`src/common/cpu_pkg.sv`:
```
package cpu_pkg;

  typedef logic [31:0] word_t;
  typedef logic [15:0] half_t;
  typedef logic [4:0]  reg_addr_t;
  typedef logic [2:0]  alu_func_t;
  typedef logic [3:0]  lane_mask_t;
  typedef logic [3:0]  ccr_t;  // c n v z from the top bit

  localparam int CCR_C = 3;
  localparam int CCR_N = 2;
  localparam int CCR_V = 1;
  localparam int CCR_Z = 0;

  localparam alu_func_t ALU_AND  = 3'd0;
  localparam alu_func_t ALU_OR   = 3'd1;
  localparam alu_func_t ALU_ADD  = 3'd2;
  localparam alu_func_t ALU_SUB  = 3'd3;
  localparam alu_func_t ALU_XOR  = 3'd4;
  localparam alu_func_t ALU_SHL  = 3'd5;
  localparam alu_func_t ALU_SHR  = 3'd6;
  localparam alu_func_t ALU_PASS = 3'd7;

  localparam lane_mask_t LANE_NONE = 4'b0000;
  localparam lane_mask_t LANE_B0   = 4'b0001;
  localparam lane_mask_t LANE_W0   = 4'b0011;
  localparam lane_mask_t LANE_W1   = 4'b1100;
  localparam lane_mask_t LANE_DW   = 4'b1111;

  // instruction format, opcode bits 15:14
  localparam logic [1:0] FMT_F0 = 2'b00;
  localparam logic [1:0] FMT_F1 = 2'b01;
  localparam logic [1:0] FMT_F2 = 2'b10;
  localparam logic [1:0] FMT_F3 = 2'b11;

  // sub-opcodes live in opcode bits 12:5, register field in 4:0
  localparam logic [7:0] OP_NOP = 8'h00;
  localparam logic [7:0] OP_RTS = 8'h01;
  localparam logic [7:0] OP_INC = 8'h03;
  localparam logic [7:0] OP_DEC = 8'h04;

  localparam logic [4:0] OP_ALU_GRP = 5'b00000;  // sub-op bits 7:3, func in 2:0
  localparam logic [7:0] OP_LDI  = 8'h10;
  localparam logic [7:0] OP_MOV  = 8'h10;
  localparam logic [7:0] OP_CMP  = 8'h11;
  localparam logic [7:0] OP_ST_L = 8'h20;
  localparam logic [7:0] OP_LD_L = 8'h21;
  localparam logic [7:0] OP_ST_W = 8'h30;
  localparam logic [7:0] OP_LD_W = 8'h31;
  localparam logic [7:0] OP_ST_B = 8'h40;
  localparam logic [7:0] OP_LD_B = 8'h41;
  localparam logic [7:0] OP_JMP  = 8'h50;
  localparam logic [7:0] OP_JSR  = 8'h51;

  localparam logic [7:0] OP_BRA = 8'h20;
  localparam logic [7:0] OP_BEQ = 8'h21;
  localparam logic [7:0] OP_BNE = 8'h22;
  localparam logic [7:0] OP_BGT = 8'h24;
  localparam logic [7:0] OP_BGE = 8'h25;
  localparam logic [7:0] OP_BLE = 8'h26;
  localparam logic [7:0] OP_BLT = 8'h27;

  typedef enum logic [4:0] {
    fetch1_w, fetch1, fetch2_w, fetch2,
    memop1_w, memop1, memop2_w, memop2,
    load, load2, load3, load4,
    store, store2, store3,
    call1, call2, call3, call4,
    rtn1_w, rtn1, rtn2_w, rtn2,
    fault
  } ctrl_state_t;

endpackage

```
`src/cpu/register_file.sv`:
```
`timescale 1ns/1ps

module register_file import cpu_pkg::*; (
  input  logic       clk,
  input  logic       rst_n,
  input  reg_addr_t  rd_addr1,
  input  reg_addr_t  rd_addr2,
  input  reg_addr_t  wr_addr,
  input  word_t      wr_data,
  input  lane_mask_t wr_lanes,
  output word_t      rd_data1,
  output word_t      rd_data2
);

  word_t regs [32];

  always_ff @(posedge clk or negedge rst_n) begin
    if (!rst_n) begin
      for (int i = 0; i < 32; i++) begin
        regs[i] <= '0;
      end
    end else begin
      for (int lane = 0; lane < 4; lane++) begin
        if (wr_lanes[lane]) begin
          regs[wr_addr][lane*8 +: 8] <= wr_data[lane*8 +: 8];
        end
      end
    end
  end

  assign rd_data1 = regs[rd_addr1];
  assign rd_data2 = regs[rd_addr2];

endmodule

```
`config.mk`:
```
export PLATFORM = sky130hd
export DESIGN_NAME = register_file
export DESIGN_NICKNAME = d
export VERILOG_FILES = /design/src/common/cpu_pkg.sv /design/src/cpu/register_file.sv
export SDC_FILE = /design/constraint.sdc
export NUM_CORES = 2
export LEC_CHECK = 0
export BUFFER_PORTS_ARGS = -buffer_cell sky130_fd_sc_hd__buf_2
export CAP_MARGIN = 20
export CORE_MARGIN = 4
export CORE_UTILIZATION = 64
export CTS_BUF_LIST = sky130_fd_sc_hd__clkbuf_16
export DETAILED_ROUTE_END_ITERATION = 7
export GPL_TIMING_DRIVEN = 0
export PLACE_DENSITY_LB_ADDON = 0.05
export SYNTH_ARGS = -nofsm -noshare
export SYNTH_HDL_FRONTEND = slang
export SYNTH_SLANG_ARGS = --single-unit
```
`constraint.sdc`:
```
create_clock -name clk -period 2.23 [get_ports clk]
set_clock_uncertainty 0.1 [all_clocks]
set_input_delay 0.1115 -clock clk [delete_from_list [all_inputs] [get_ports clk]]
set_output_delay 0.1115 -clock clk [all_outputs]
set_load 0.005 [all_outputs]
```
==> impl_metrics.ini <==
[outcome]
outcome = finished, violations left
failed_checks = negative hold slack, negative setup slack

[layout]
area_delta_synth_final_pct = 15.7
post-route-cell-area_sq_mm = 0.0645
post_route_cells_drive_above_1_share_pct = 34.3
multi_input_comb_area_sq_mm = 0.0305
sequential_cell_area_sq_mm = 0.0256
num-fill-cells = 5943
final_cells = 6174
largest_register_ffs = 1024
largest_register = regs
layout_top_registers = regs x1024
final_nets = 4990

[worst_setup_path]
timing.reg2reg.worst_path_depth = 2
critical_path_required_ns = 2.02
timing_worst_setup_path_type = in -> out
critical-path-max-stage-delay_ns = 0.71
critPathArrivalTime_ns = 2.31
cells_along_the_critical_path = buf_2 > nand2b_1 > clkbuf_1 > a21oi_1 > a31oi_4 > nand3_2 > buf_2
crit-reg2reg-launch = regs[462]$_DFFE_PN0P_
worstReg2RegEnd = regs[462]$_DFFE_PN0P_
timing.critical_path.fanout_max = 10
cpMaxStageDelayCell = sky130_fd_sc_hd__clkbuf_1
reg2reg_setup_slack_ns = 0.80
worst_path_most_repeated_cell = sky130_fd_sc_hd__buf_2
cp-end-kind = output pin
element_type_at_the_critical_path_start = primary input

[power]
pwr_per_cell_area_mw_per_mm2 = 867
comb_power_share_pct = 22.8
fin_total_pwr_w = 0.0560
leakage_nw = 30.8
peakVddDrop_uv = 761
switching_power_w = 0.0178
pwr-share-clk_pct = 32.3
internal-power_w = 0.0382
p_seq_share_pct = 44.9
power.share.switching_pct = 31.7

[drt]
route.antenna.remaining_nets = 0
via_count = 45600
drc_errors = 0
dr.pass1.iters = 6
wl_per_cell_um = 38.3
wl_mm = 236
route.detailed.vias_per_inst = 7.38
first_iter_violations = 6744

[die]
boundary_pin_count = 117
initial_utilization_pct = 65.0
std_cell_rows = 107
coreArea_sq_mm = 0.0858
floorplan.die.height_um = 303
design.die.area_sq_mm = 0.0919
horizontal_die_dimension_um = 303

[sta]
finalSetupTns_ns = -10.25
max_clock_freq_ghz = 0.396
postLayoutSetupSlackWorst_ns = -0.295
pins_over_their_slew_limit = 0
tightest_slew_ns = 1.25
maxSlewHeadroom_pct = 16.9
final.period_utilization_pct = 113
hold-worst-slack_ns = -0.816
final_worst_path_period_need_ns = 2.52
setup_viol_count_final = 71
grt_setup_unrepaired = yes
hold_viol_final = 360

[worst_hold_path]
timing.hold.worst.class = in -> async

[placement]
dpl_worst_slack_ns = -1.38
post-place-cells = 5920
place.gp.congestion = 1.05
placedInstanceArea_sq_mm = 0.0581
dpl.hpwl_mm = 170
buffer_ports.inserted = 110

[job]
max_cap_violations = 0

[logic_synthesis]
post_synth_num_cell_types = 24
post_synth_instance_area_sq_mm = 0.0558
netlist_instances = 4652
synth-seq-area-share_pct = 45.9
postSynthRegisterBits = 1024
ys.warnings.count = 0
avgSynthCellArea_sq_um = 12.0
synth_nets = 4705

[grt]
gr_layer_usage_met1_pct = 62.7
globalRoute.busiestLayer = met2
grt_antenna_before_repair = 14
grt_util_met3_pct = 20.9
first_global_vias = 44600
gr-usage-met2_pct = 69.3
grt_util_all_layers_pct = 50.7
congestion_overflow_gr = 0
grt_max_degree = 162
grt_pass1_wl_mm = 324

[cts]
clock-root-buffer = sky130_fd_sc_hd__clkbuf_16
clock_slew_at_reported_path_ffs_ns = 0.06
clock-sinks = 1024
largest_buffer_count_on_any_clock_path = 3
clock_network_latency_to_the_later_pin_of_the_worst_skew_pair_ns = 0.72
cts_tree = done
ctsHoldBuffers = 34
cts_htree_levels = 3
cts_inserted_buffers = 111
==> critical path: cells and delay by family <==
kind / cells / cell delay [ns]
AOI/OAI and AO/OA: 2 / 0.60
buffers and inverters: 3 / 1.04
and+or+nand+nor: 2 / 0.54
==> through the flow <==
stage               util [%]  hold slack [ns]
finish                  75.2           -0.816
global route            75.2           -0.769
CTS                     74.7           -0.794
detailed placement      67.7          -0.0378
global placement        67.3            0.275
floorplan                  -           -0.284
==> layer usage <==
metal,vias up,part of all wire (%)
met3,1121,14
met2,3685,40
met4,14,10
met1,23000,35
met5,-,0.066
li1,17800,-
==> synth_stat cells (all sizes together) <==
| cell type | count | area, sq um |
|---|---|---|
| a21oi | 192 | 961 |
| a22o | 128 | 1120 |
| a22oi | 192 | 1440 |
| a31oi | 64 | 400 |
| and2 | 2 | 12.5 |
| buf | 145 | 692 |
| clkbuf | 222 | 833 |
| dfrtp | 1024 | 25600 |
| mux2 | 1024 | 11500 |
| mux2i | 1024 | 10200 |
| nand2 | 324 | 1300 |
| nand2b | 6 | 37.5 |
| nand3 | 193 | 966 |
| nand3b | 3 | 22.5 |
| nor2 | 35 | 191 |
| nor2b | 4 | 25.0 |
| nor3 | 64 | 320 |
| or2 | 3 | 18.8 |
| or3 | 1 | 6.26 |
| or3b | 2 | 17.5 |
==> power by group through the flow <==
stage / sequential [W] / combinational, W / clock [W]
CTS: 0.0249 / 0.0122 / 0.0179
floorplan: 0.0244 / 0.00791 / 0
detailed placement: 0.0252 / 0.0113 / 0
global route: 0.0255 / 0.0134 / 0.0187
finish: 0.0251 / 0.0127 / 0.0181
global placement: 0.0250 / 0.0109 / 0
==> cell families after synthesis <==
logic type      count (synthesis)  share of synthesized area, %
compound gates                576                          7.04
buf+inv                       367                          2.73
flops                        1024                          45.9
mux                          2048                          39.1
simple gates                  637                          5.23
==> worst max-delay path by stage <==
stage          depth (start not counted)                    from                     to  slack, ns
2_1_floorplan                          8             rd_addr2[1]           rd_data2[12]       0.54
3_3_place_gp                           1                   rst_n  regs[171]$_DFFE_PN0P_     -21.48
3_5_place_dp                           9             rd_addr1[0]            rd_data1[1]      -1.38
4_1_cts                                6  regs[1019]$_DFFE_PN0P_           rd_data2[27]      -0.19
6_report                               7             rd_addr2[3]           rd_data2[23]      -0.29
5_1_grt                                6   regs[955]$_DFFE_PN0P_           rd_data2[27]      -0.23
==> timing repair <==
action	in CTS	in global routing
setup buffers	7	4
hold endpoints to repair	429	360
gates resized for setup	507	107
pin swaps	109	78
cloned	1	1
endpoints found under the setup margin	99	108
==> cells in the final DEF, fill, tap and decap left out, drive strengths merged, types with 35 or more instances in the layout <==
cell type,count
nor3,64
mux2,1024
nor2,35
clkbuf,348
mux2i,1024
buf,267
dfrtp,1024
a31oi,64
a22o,128
nand2,324
clkinv,58
nand3,193
a22oi,192
a21oi,192
==> final cells by class <==
class	count	area share (%)
clock buffer	112	4.34
buffer	367	3.19
clock inverter	89	0.995
sequential	1024	39.7
multi-input combinational	3261	47.3
timing repair buffer	172	2.26
tap	1144	2.22
antenna	5	0.0194
No activity file was read; power rests on OpenSTA's default activity.
