## src/common/cpu_pkg.sv

```systemverilog
package cpu_pkg;

  typedef logic [31:0] word_t;
  typedef logic [15:0] half_t;
  typedef logic [4:0]  reg_addr_t;
  typedef logic [2:0]  alu_func_t;
  typedef logic [3:0]  lane_mask_t;
  typedef logic [3:0]  ccr_t;  // c n v z from the top bit

  localparam int CCR_C = 3;
  localparam int CCR_N = 2;
  localparam int CCR_V = 1;
  localparam int CCR_Z = 0;

  localparam alu_func_t ALU_AND  = 3'd0;
  localparam alu_func_t ALU_OR   = 3'd1;
  localparam alu_func_t ALU_ADD  = 3'd2;
  localparam alu_func_t ALU_SUB  = 3'd3;
  localparam alu_func_t ALU_XOR  = 3'd4;
  localparam alu_func_t ALU_SHL  = 3'd5;
  localparam alu_func_t ALU_SHR  = 3'd6;
  localparam alu_func_t ALU_PASS = 3'd7;

  localparam lane_mask_t LANE_NONE = 4'b0000;
  localparam lane_mask_t LANE_B0   = 4'b0001;
  localparam lane_mask_t LANE_W0   = 4'b0011;
  localparam lane_mask_t LANE_W1   = 4'b1100;
  localparam lane_mask_t LANE_DW   = 4'b1111;

  // instruction format, opcode bits 15:14
  localparam logic [1:0] FMT_F0 = 2'b00;
  localparam logic [1:0] FMT_F1 = 2'b01;
  localparam logic [1:0] FMT_F2 = 2'b10;
  localparam logic [1:0] FMT_F3 = 2'b11;

  // sub-opcodes live in opcode bits 12:5, register field in 4:0
  localparam logic [7:0] OP_NOP = 8'h00;
  localparam logic [7:0] OP_RTS = 8'h01;
  localparam logic [7:0] OP_INC = 8'h03;
  localparam logic [7:0] OP_DEC = 8'h04;

  localparam logic [4:0] OP_ALU_GRP = 5'b00000;  // sub-op bits 7:3, func in 2:0
  localparam logic [7:0] OP_LDI  = 8'h10;
  localparam logic [7:0] OP_MOV  = 8'h10;
  localparam logic [7:0] OP_CMP  = 8'h11;
  localparam logic [7:0] OP_ST_L = 8'h20;
  localparam logic [7:0] OP_LD_L = 8'h21;
  localparam logic [7:0] OP_ST_W = 8'h30;
  localparam logic [7:0] OP_LD_W = 8'h31;
  localparam logic [7:0] OP_ST_B = 8'h40;
  localparam logic [7:0] OP_LD_B = 8'h41;
  localparam logic [7:0] OP_JMP  = 8'h50;
  localparam logic [7:0] OP_JSR  = 8'h51;

  localparam logic [7:0] OP_BRA = 8'h20;
  localparam logic [7:0] OP_BEQ = 8'h21;
  localparam logic [7:0] OP_BNE = 8'h22;
  localparam logic [7:0] OP_BGT = 8'h24;
  localparam logic [7:0] OP_BGE = 8'h25;
  localparam logic [7:0] OP_BLE = 8'h26;
  localparam logic [7:0] OP_BLT = 8'h27;

  typedef enum logic [4:0] {
    fetch1_w, fetch1, fetch2_w, fetch2,
    memop1_w, memop1, memop2_w, memop2,
    load, load2, load3, load4,
    store, store2, store3,
    call1, call2, call3, call4,
    rtn1_w, rtn1, rtn2_w, rtn2,
    fault
  } ctrl_state_t;

endpackage

```

## src/cpu/alu.sv

```systemverilog
`timescale 1ns/1ps

module alu import cpu_pkg::*; (
  input  word_t     a,
  input  word_t     b,
  input  alu_func_t func,
  output word_t     y,
  output ccr_t      flags
);

  logic [32:0] wide;
  logic        carry;
  logic        ovf;

  always_comb begin
    wide  = '0;
    carry = 1'b0;
    ovf   = 1'b0;
    y     = a;
    case (func)
      ALU_AND: y = a & b;
      ALU_OR:  y = a | b;
      ALU_XOR: y = a ^ b;
      ALU_SHL: y = a << b[4:0];
      ALU_SHR: y = a >> b[4:0];
      ALU_ADD: begin
        wide  = {1'b0, a} + {1'b0, b};
        y     = wide[31:0];
        carry = wide[32];
        ovf   = (a[31] == b[31]) && (y[31] != a[31]);
      end
      ALU_SUB: begin
        wide  = {1'b0, a} - {1'b0, b};
        y     = wide[31:0];
        carry = wide[32];  // borrow
        ovf   = (a[31] != b[31]) && (y[31] != a[31]);
      end
      default: y = a;
    endcase
  end

  always_comb begin
    flags        = '0;
    flags[CCR_C] = carry;
    flags[CCR_N] = y[31];
    flags[CCR_V] = ovf;
    flags[CCR_Z] = (y == '0);
  end

endmodule

```

## config.mk

```make
export PLATFORM = sky130hd
export DESIGN_NAME = alu
export DESIGN_NICKNAME = d
export VERILOG_FILES = /design/src/common/cpu_pkg.sv /design/src/cpu/alu.sv
export SDC_FILE = /design/constraint.sdc
export NUM_CORES = 1
export LEC_CHECK = 0
export ABC_AREA = 1
export BUFFER_PORTS_ARGS = -buffer_cell sky130_fd_sc_hd__buf_4
export CORE_ASPECT_RATIO = 2
export CORE_UTILIZATION = 64
export DETAILED_ROUTE_END_ITERATION = 7
export PLACE_DENSITY = 0.88
export SLEW_MARGIN = 10
export SYNTH_ARGS = -nofsm -noshare
export SYNTH_HDL_FRONTEND = slang
export SYNTH_SLANG_ARGS = --single-unit
```

## constraint.sdc

```tcl
create_clock -name vclk -period 2.9
set_clock_uncertainty 0.2 [all_clocks]
set_input_delay 0.145 -clock vclk [all_inputs]
set_output_delay 0.145 -clock vclk [all_outputs]
set_load 0.005 [all_outputs]
```

==> results of run 1 <==
[synthesized netlist by cell type (2+ instances only)]
master     count
a21oi_2        2
buf_12         3
o2111ai_1      3
a21oi_1       57
nor2_2        14
buf_1          5
o21ai_1       11
clkinv_1       5
a31oi_1        2
nand4_2        3
or2_1          2
and2_1        10
a211oi_1       2
buf_4         21
buf_6         14
fa_1           2
nand2_4       23
inv_2         14
nand3_2       18
and3_1         5
o21ai_2        2
o21bai_1       6
buf_2         41
o22ai_1       19
clkbuf_1      17
and2_4         2
nor3_2         4
nor2_4         5
o211ai_1       6
nand2_2       28
ha_1         106
o21ai_0       51
or2_2          6
nand3b_1       4
inv_1        329
nand3_1      456
nor2_1       174
nand2_1      630
nor3_1         9
nand4_1       39
[routing by layer]
metal	overflow	GRT usage, %
met1	1	75.1
met4	56	77.0
met5	0	7.14
met3	2	51.7
met2	87	91.8
[logic make-up after synthesis]
kind of cell | after synthesis | synth area share (%)
AO/OA/AOI/OAI | 163 | 8.36
XOR/XNOR | 1 | 0.0803
adder cells (fa/ha/maj) | 108 | 12.5
AND/OR/NAND/NOR | 1434 | 60.8
buffers and inverters | 452 | 18.2
[stage by stage]
stage / hold slack [ns] / setup WS, ns / instances / TNS [ns] / util [%]
2_1_floorplan: 0.206 / 0.142 / 2158 / 0 / -
3_3_place_gp: 0.584 / -0.181 / 2596 / -0.181 / 78.5
3_5_place_dp: 0.600 / -0.217 / 2596 / -0.217 / 78.5
4_1_cts: 0.600 / 0.000291 / 2606 / 0 / 80.5
[timing repair]
action / 4_1_cts
setup endpoints to repair: 1
pin swaps: 19
gates resized for setup: 65
hold buffers: 0
buffers inserted: 10
==> impl_results.html, run 1 <==
<table>
<tr><th>Metric</th><th>Value</th></tr>
<tr><th colspan="2">Global routing</th></tr>
<tr><td>Maximum number of pins on one net before global-route repair</td><td>between 70 and 80</td></tr>
<tr><td>GRT overflow</td><td>146</td></tr>
<tr><td>Overall routing resource usage</td><td>73.7%</td></tr>
<tr><td>Number of global-route vias before repair</td><td>18205</td></tr>
<tr><td>Global-route wire length before repair</td><td>a little over 100000 um</td></tr>
<tr><th colspan="2">Synthesis</th></tr>
<tr><td>Ranking of synthesized cells by area</td><td>nand2_1 22%, nand3_1 21%, ha_1 12%</td></tr>
<tr><td>Top-area cell type share of the netlist area</td><td>21.7%</td></tr>
<tr><td>Synth warn</td><td>0</td></tr>
<tr><td>Per-instance average area after synthesis</td><td>5.06 um2</td></tr>
<tr><td>Synthesized Nets</td><td>2333</td></tr>
<tr><td>Sequential area share after synthesis</td><td>0%</td></tr>
<tr><td>Largest area contributor in the netlist</td><td>nand2_1</td></tr>
<tr><td>Number of instances in the synthesized netlist</td><td>2158</td></tr>
<tr><td>Number of unique standard cell types used by synthesis</td><td>48</td></tr>
<tr><td>Netlist area before placement</td><td>about 11000 um2</td></tr>
<tr><th colspan="2">Die</th></tr>
<tr><td>Initial core utilization</td><td>65.4%</td></tr>
<tr><td>Placement Rows</td><td>67</td></tr>
<tr><td>Ports placed on the boundary</td><td>between 100 and 150</td></tr>
<tr><td>Die Height</td><td>between 150 and 200 um</td></tr>
<tr><td>Die W</td><td>approximately 94 um</td></tr>
<tr><th colspan="2">Status</th></tr>
<tr><td>First error</td><td>[ERROR GRT-0116] Global routing finished with congestion. Check the congestion regions in the DRC Viewer.</td></tr>
<tr><td>Terminating stage of the flow</td><td>5_1_grt</td></tr>
<tr><td>Outcome</td><td>did not finish</td></tr>
<tr><th colspan="2">Place</th></tr>
<tr><td>Post-detail-place hpwl</td><td>42900 um</td></tr>
<tr><td>Final Wtd Congestion</td><td>1.34</td></tr>
<tr><td>Number of port buffers</td><td>103</td></tr>
<tr><td>DP Area</td><td>13100 um2</td></tr>
</table>
==> inputs of run 2 (changes only) <==
- CORE_ASPECT_RATIO: 2 -> unset
- CORE_UTILIZATION: 64 -> 40
- PLACE_DENSITY: 0.88 -> unset
- PLACE_DENSITY_LB_ADDON: unset -> 0.15
==> run 2 against run 1 <==
- the flow now finishes, with violations (setup timing)
- synthesized cell count stayed put
- synthesized area stayed put
==> impl_results.html, run 2 <==
<table>
<tr><th>Metric</th><th>Value</th></tr>
<tr><th colspan="2">Timing</th></tr>
<tr><td>Slew Viols, Final</td><td>0</td></tr>
<tr><td>RSZ-0062 raised after global routing</td><td>yes</td></tr>
<tr><td>Final setup slack of the worst path</td><td>-0.0598 ns</td></tr>
<tr><td>Clock period minus worst slack</td><td>2.96 ns</td></tr>
<tr><td>Slew at the pin closest to its max-slew limit</td><td>0.650 ns</td></tr>
<tr><td>Final Hold Violating Endpoints</td><td>0</td></tr>
<tr><td>Max Fclk</td><td>0.338 GHz</td></tr>
<tr><td>Number of failing setup endpoints in the final timing report</td><td>1</td></tr>
<tr><td>Post-route clock period utilization</td><td>102%</td></tr>
<tr><td>Worst slew margin</td><td>a little under three fifths</td></tr>
<tr><th colspan="2">Die</th></tr>
<tr><td>Ports placed on the boundary</td><td>103</td></tr>
<tr><td>Area of the die</td><td>between 20000 and 30000 um2</td></tr>
<tr><td>Total core area</td><td>roughly 27000 um2</td></tr>
<tr><td>Placement Rows</td><td>60</td></tr>
<tr><td>Die Height</td><td>167 um</td></tr>
<tr><td>Die W</td><td>around 170 um</td></tr>
<tr><td>Initial core utilization</td><td>40.6%</td></tr>
<tr><th colspan="2">Detailed routing</th></tr>
<tr><td>Routed wire per std cell</td><td>between 20 and 25 um</td></tr>
<tr><td>Routed via count divided by cell count</td><td>approximately 5.6</td></tr>
<tr><td>Remaining antenna violation count after routing</td><td>0</td></tr>
<tr><td>Iteration-0 DRC Markers</td><td>~1900</td></tr>
<tr><td>Number of detailed-routing iterations run before antenna repair</td><td>6</td></tr>
<tr><td>Number of DRC violations after detailed routing</td><td>0</td></tr>
<tr><td>Routed Wire Length</td><td>61400 um</td></tr>
<tr><td>Vias after detailed routing</td><td>16412</td></tr>
<tr><th colspan="2">Synthesis</th></tr>
<tr><td>Ranking of synthesized cells by area</td><td>nand2_1 22%, nand3_1 21%, ha_1 12%</td></tr>
<tr><td>Synth warn</td><td>0</td></tr>
<tr><td>Largest area contributor in the netlist</td><td>nand2_1</td></tr>
<tr><td>Number of instances in the synthesized netlist</td><td>2158</td></tr>
<tr><td>Top-area cell type share of the netlist area</td><td>a little over a fifth</td></tr>
<tr><td>List of most frequent post-synthesis cells</td><td>630 x nand2_1, 456 x nand3_1, 329 x inv_1</td></tr>
<tr><td>Most numerous cell in the Yosys netlist</td><td>nand2_1</td></tr>
<tr><td>Netlist area before placement</td><td>10900 um2</td></tr>
<tr><td>Sequential area share after synthesis</td><td>0%</td></tr>
<tr><td>Synthesized Nets</td><td>approximately 2300</td></tr>
<tr><td>Per-instance average area after synthesis</td><td>5.06 um2</td></tr>
<tr><td>Number of unique standard cell types used by synthesis</td><td>48</td></tr>
<tr><th colspan="2">Setup path</th></tr>
<tr><td>Worst endpoint required time</td><td>2.56 ns</td></tr>
<tr><td>Critical Path, Cell by Cell</td><td>buf_4, inv_1, ha_4, buf_4, nand3_1, nand3_1, nand2_1, nand2_2, buf_4, nor2_1, o21ai_0, nor2_2, nand2_1, nand2_1, nand2_1, inv_1, nand2_1, nor2_2, nand3_2, nor2_2, buf_4</td></tr>
<tr><td>Worst path slowest cell</td><td>ha_4</td></tr>
<tr><td>Maximum fanout along the worst path</td><td>3</td></tr>
<tr><td>Worst setup EP type</td><td>output port</td></tr>
<tr><td>Path type of the worst setup path</td><td>in -&gt; out</td></tr>
<tr><td>Dominant cell type by count on the critical path</td><td>nand2_1</td></tr>
<tr><td>Sort of element at the start of the critical path</td><td>input pin</td></tr>
<tr><td>WP data arrival</td><td>2.61 ns</td></tr>
<tr><td>Slowest Stage Delay on Critical Path</td><td>0.24 ns</td></tr>
<tr><th colspan="2">Place</th></tr>
<tr><td>Post-detail-place hpwl</td><td>~50000 um</td></tr>
<tr><td>Setup WS pre-CTS</td><td>-0.264 ns</td></tr>
<tr><td>Dpl cells</td><td>2918</td></tr>
<tr><td>Number of port buffers</td><td>103</td></tr>
<tr><td>Final Wtd Congestion</td><td>1.05</td></tr>
<tr><th colspan="2">Global routing</th></tr>
<tr><td>Most crowded layer after global routing</td><td>met2</td></tr>
<tr><td>Met1 usage in global routing</td><td>53.6%</td></tr>
<tr><td>Met2 track utilization from global routing</td><td>between 60 and 70%</td></tr>
<tr><td>Fraction of met3 tracks used by global routing</td><td>3.40%</td></tr>
<tr><td>Overall routing resource usage</td><td>41.5%</td></tr>
<tr><td>Global-route wire length before repair</td><td>87500 um</td></tr>
<tr><td>GRT overflow</td><td>0</td></tr>
<tr><td>Number of antenna violations at the first check in global routing</td><td>1</td></tr>
<tr><td>Maximum number of pins on one net before global-route repair</td><td>75</td></tr>
<tr><td>Number of global-route vias before repair</td><td>about 15000</td></tr>
<tr><th colspan="2">Layout</th></tr>
<tr><td>Most common cell after layout, fill and taps aside</td><td>nand2_1</td></tr>
<tr><td>Total number of nets in the final design</td><td>approximately 2800</td></tr>
<tr><td>Synth-to-layout area growth</td><td>48.6%</td></tr>
<tr><td>Number of clock buffers in the layout</td><td>0</td></tr>
<tr><td>Number of flip-flops and latches</td><td>0</td></tr>
<tr><td>Sequential cell area</td><td>0 um2</td></tr>
<tr><td>Top library cells by usage in the layout, fill and taps aside</td><td>557 x nand2_1, 509 x buf_4, 431 x nand3_1</td></tr>
<tr><td>Fraction of layout instances using a drive strength above 1</td><td>a little over a third</td></tr>
<tr><td>Number of non-filler instances in the completed layout</td><td>2938</td></tr>
<tr><td>Total inserted antenna cells</td><td>0</td></tr>
<tr><th colspan="2">Job</th></tr>
<tr><td>Max-cap viol count</td><td>0</td></tr>
<tr><th colspan="2">Power</th></tr>
<tr><td>Peak ir drop on the vdd network</td><td>roughly 110 uV</td></tr>
<tr><td>Total power consumption of the routed design</td><td>3.40 mW</td></tr>
<tr><td>Power per cell area</td><td>210 nW/um2</td></tr>
<tr><td>Leakage power</td><td>8.88 nW</td></tr>
<tr><th colspan="2">Status</th></tr>
<tr><td>Violated checks</td><td>setup timing</td></tr>
<tr><td>Outcome</td><td>complete, but fails checks</td></tr>
<tr><th colspan="2">Clock tree</th></tr>
<tr><td>Post-cts hold buffer count</td><td>0</td></tr>
<tr><th colspan="2">Worst hold path</th></tr>
<tr><td>Worst hold-check path type</td><td>in -&gt; out</td></tr>
</table>
==> run 2: cell counts after synthesis <==
Identical to the previous run, type by type.
==> run 2: worst max-delay path: cells and delay by family <==
kind / cells / cell delay (ns)
AO/OA/AOI/OAI: 1 / 0.11
AND/OR/NAND/NOR: 13 / 1.41
buffers and inverters: 6 / 0.70
adder cells (fa/ha/maj): 1 / 0.24
==> run 2: stage by stage <==
stage	TNS [ns]	hold slack (ns)	util, %	instance area [um2]
after CTS	-0.0942	0.620	55.4	14900
final	-0.0598	0.630	60.3	16200
after global placement	-0.323	0.621	54.9	14700
after detailed placement	-0.329	0.619	54.9	14700
after floorplan	0	0.206	-	10900
after global routing	-0.159	0.656	60.3	16200
==> run 2: report_power, final <==
| part | internal, mW | switching (mW) | leakage (nW) |
|---|---|---|---|
| Combinational | 1.43 | 1.97 | 8.88 |
| Clock | 0 | 0 | 0 |
| Sequential | 0 | 0 | 0 |
==> run 2: cell type report <==
class,instances,area [um2]
Fill cell,2840,10700
Tap cell,341,427
Multi-Input combinational cell,1706,10100
Inverter,350,1340
Timing Repair Buffer,541,4360
==> run 2: worst paths after layout <==
check	start	endpoint	slack [ns]	cells past startpoint
max	a[1]	flags[0]	-0.06	21
min	a[3]	y[3]	0.63	7
==> run 2: kinds of logic after synthesis <==
| logic type | after synthesis | synth area share, % |
|---|---|---|
| AOI/OAI and AO/OA | 163 | 8.36 |
| xor gates and xnor gates | 1 | 0.0803 |
| and+or+nand+nor | 1434 | 60.8 |
| buffers and inverters | 452 | 18.2 |
| adders and majority gates | 108 | 12.5 |
==> run 2: repair_timing <==
action	CTS	global route
pin swaps	6	64
setup buffers	2	15
resized for setup	34	313
setup endpoints to repair	2	7
cloned	0	3
==> run 2: per-layer routing <==
layer | up-vias | wire length, um
met5 | - | 14
met4 | 2 | 4120
met3 | 178 | 5380
met2 | 942 | 26900
met1 | 7508 | 24900
li1 | 7782 | -
Power figures use the tool's default switching activity.
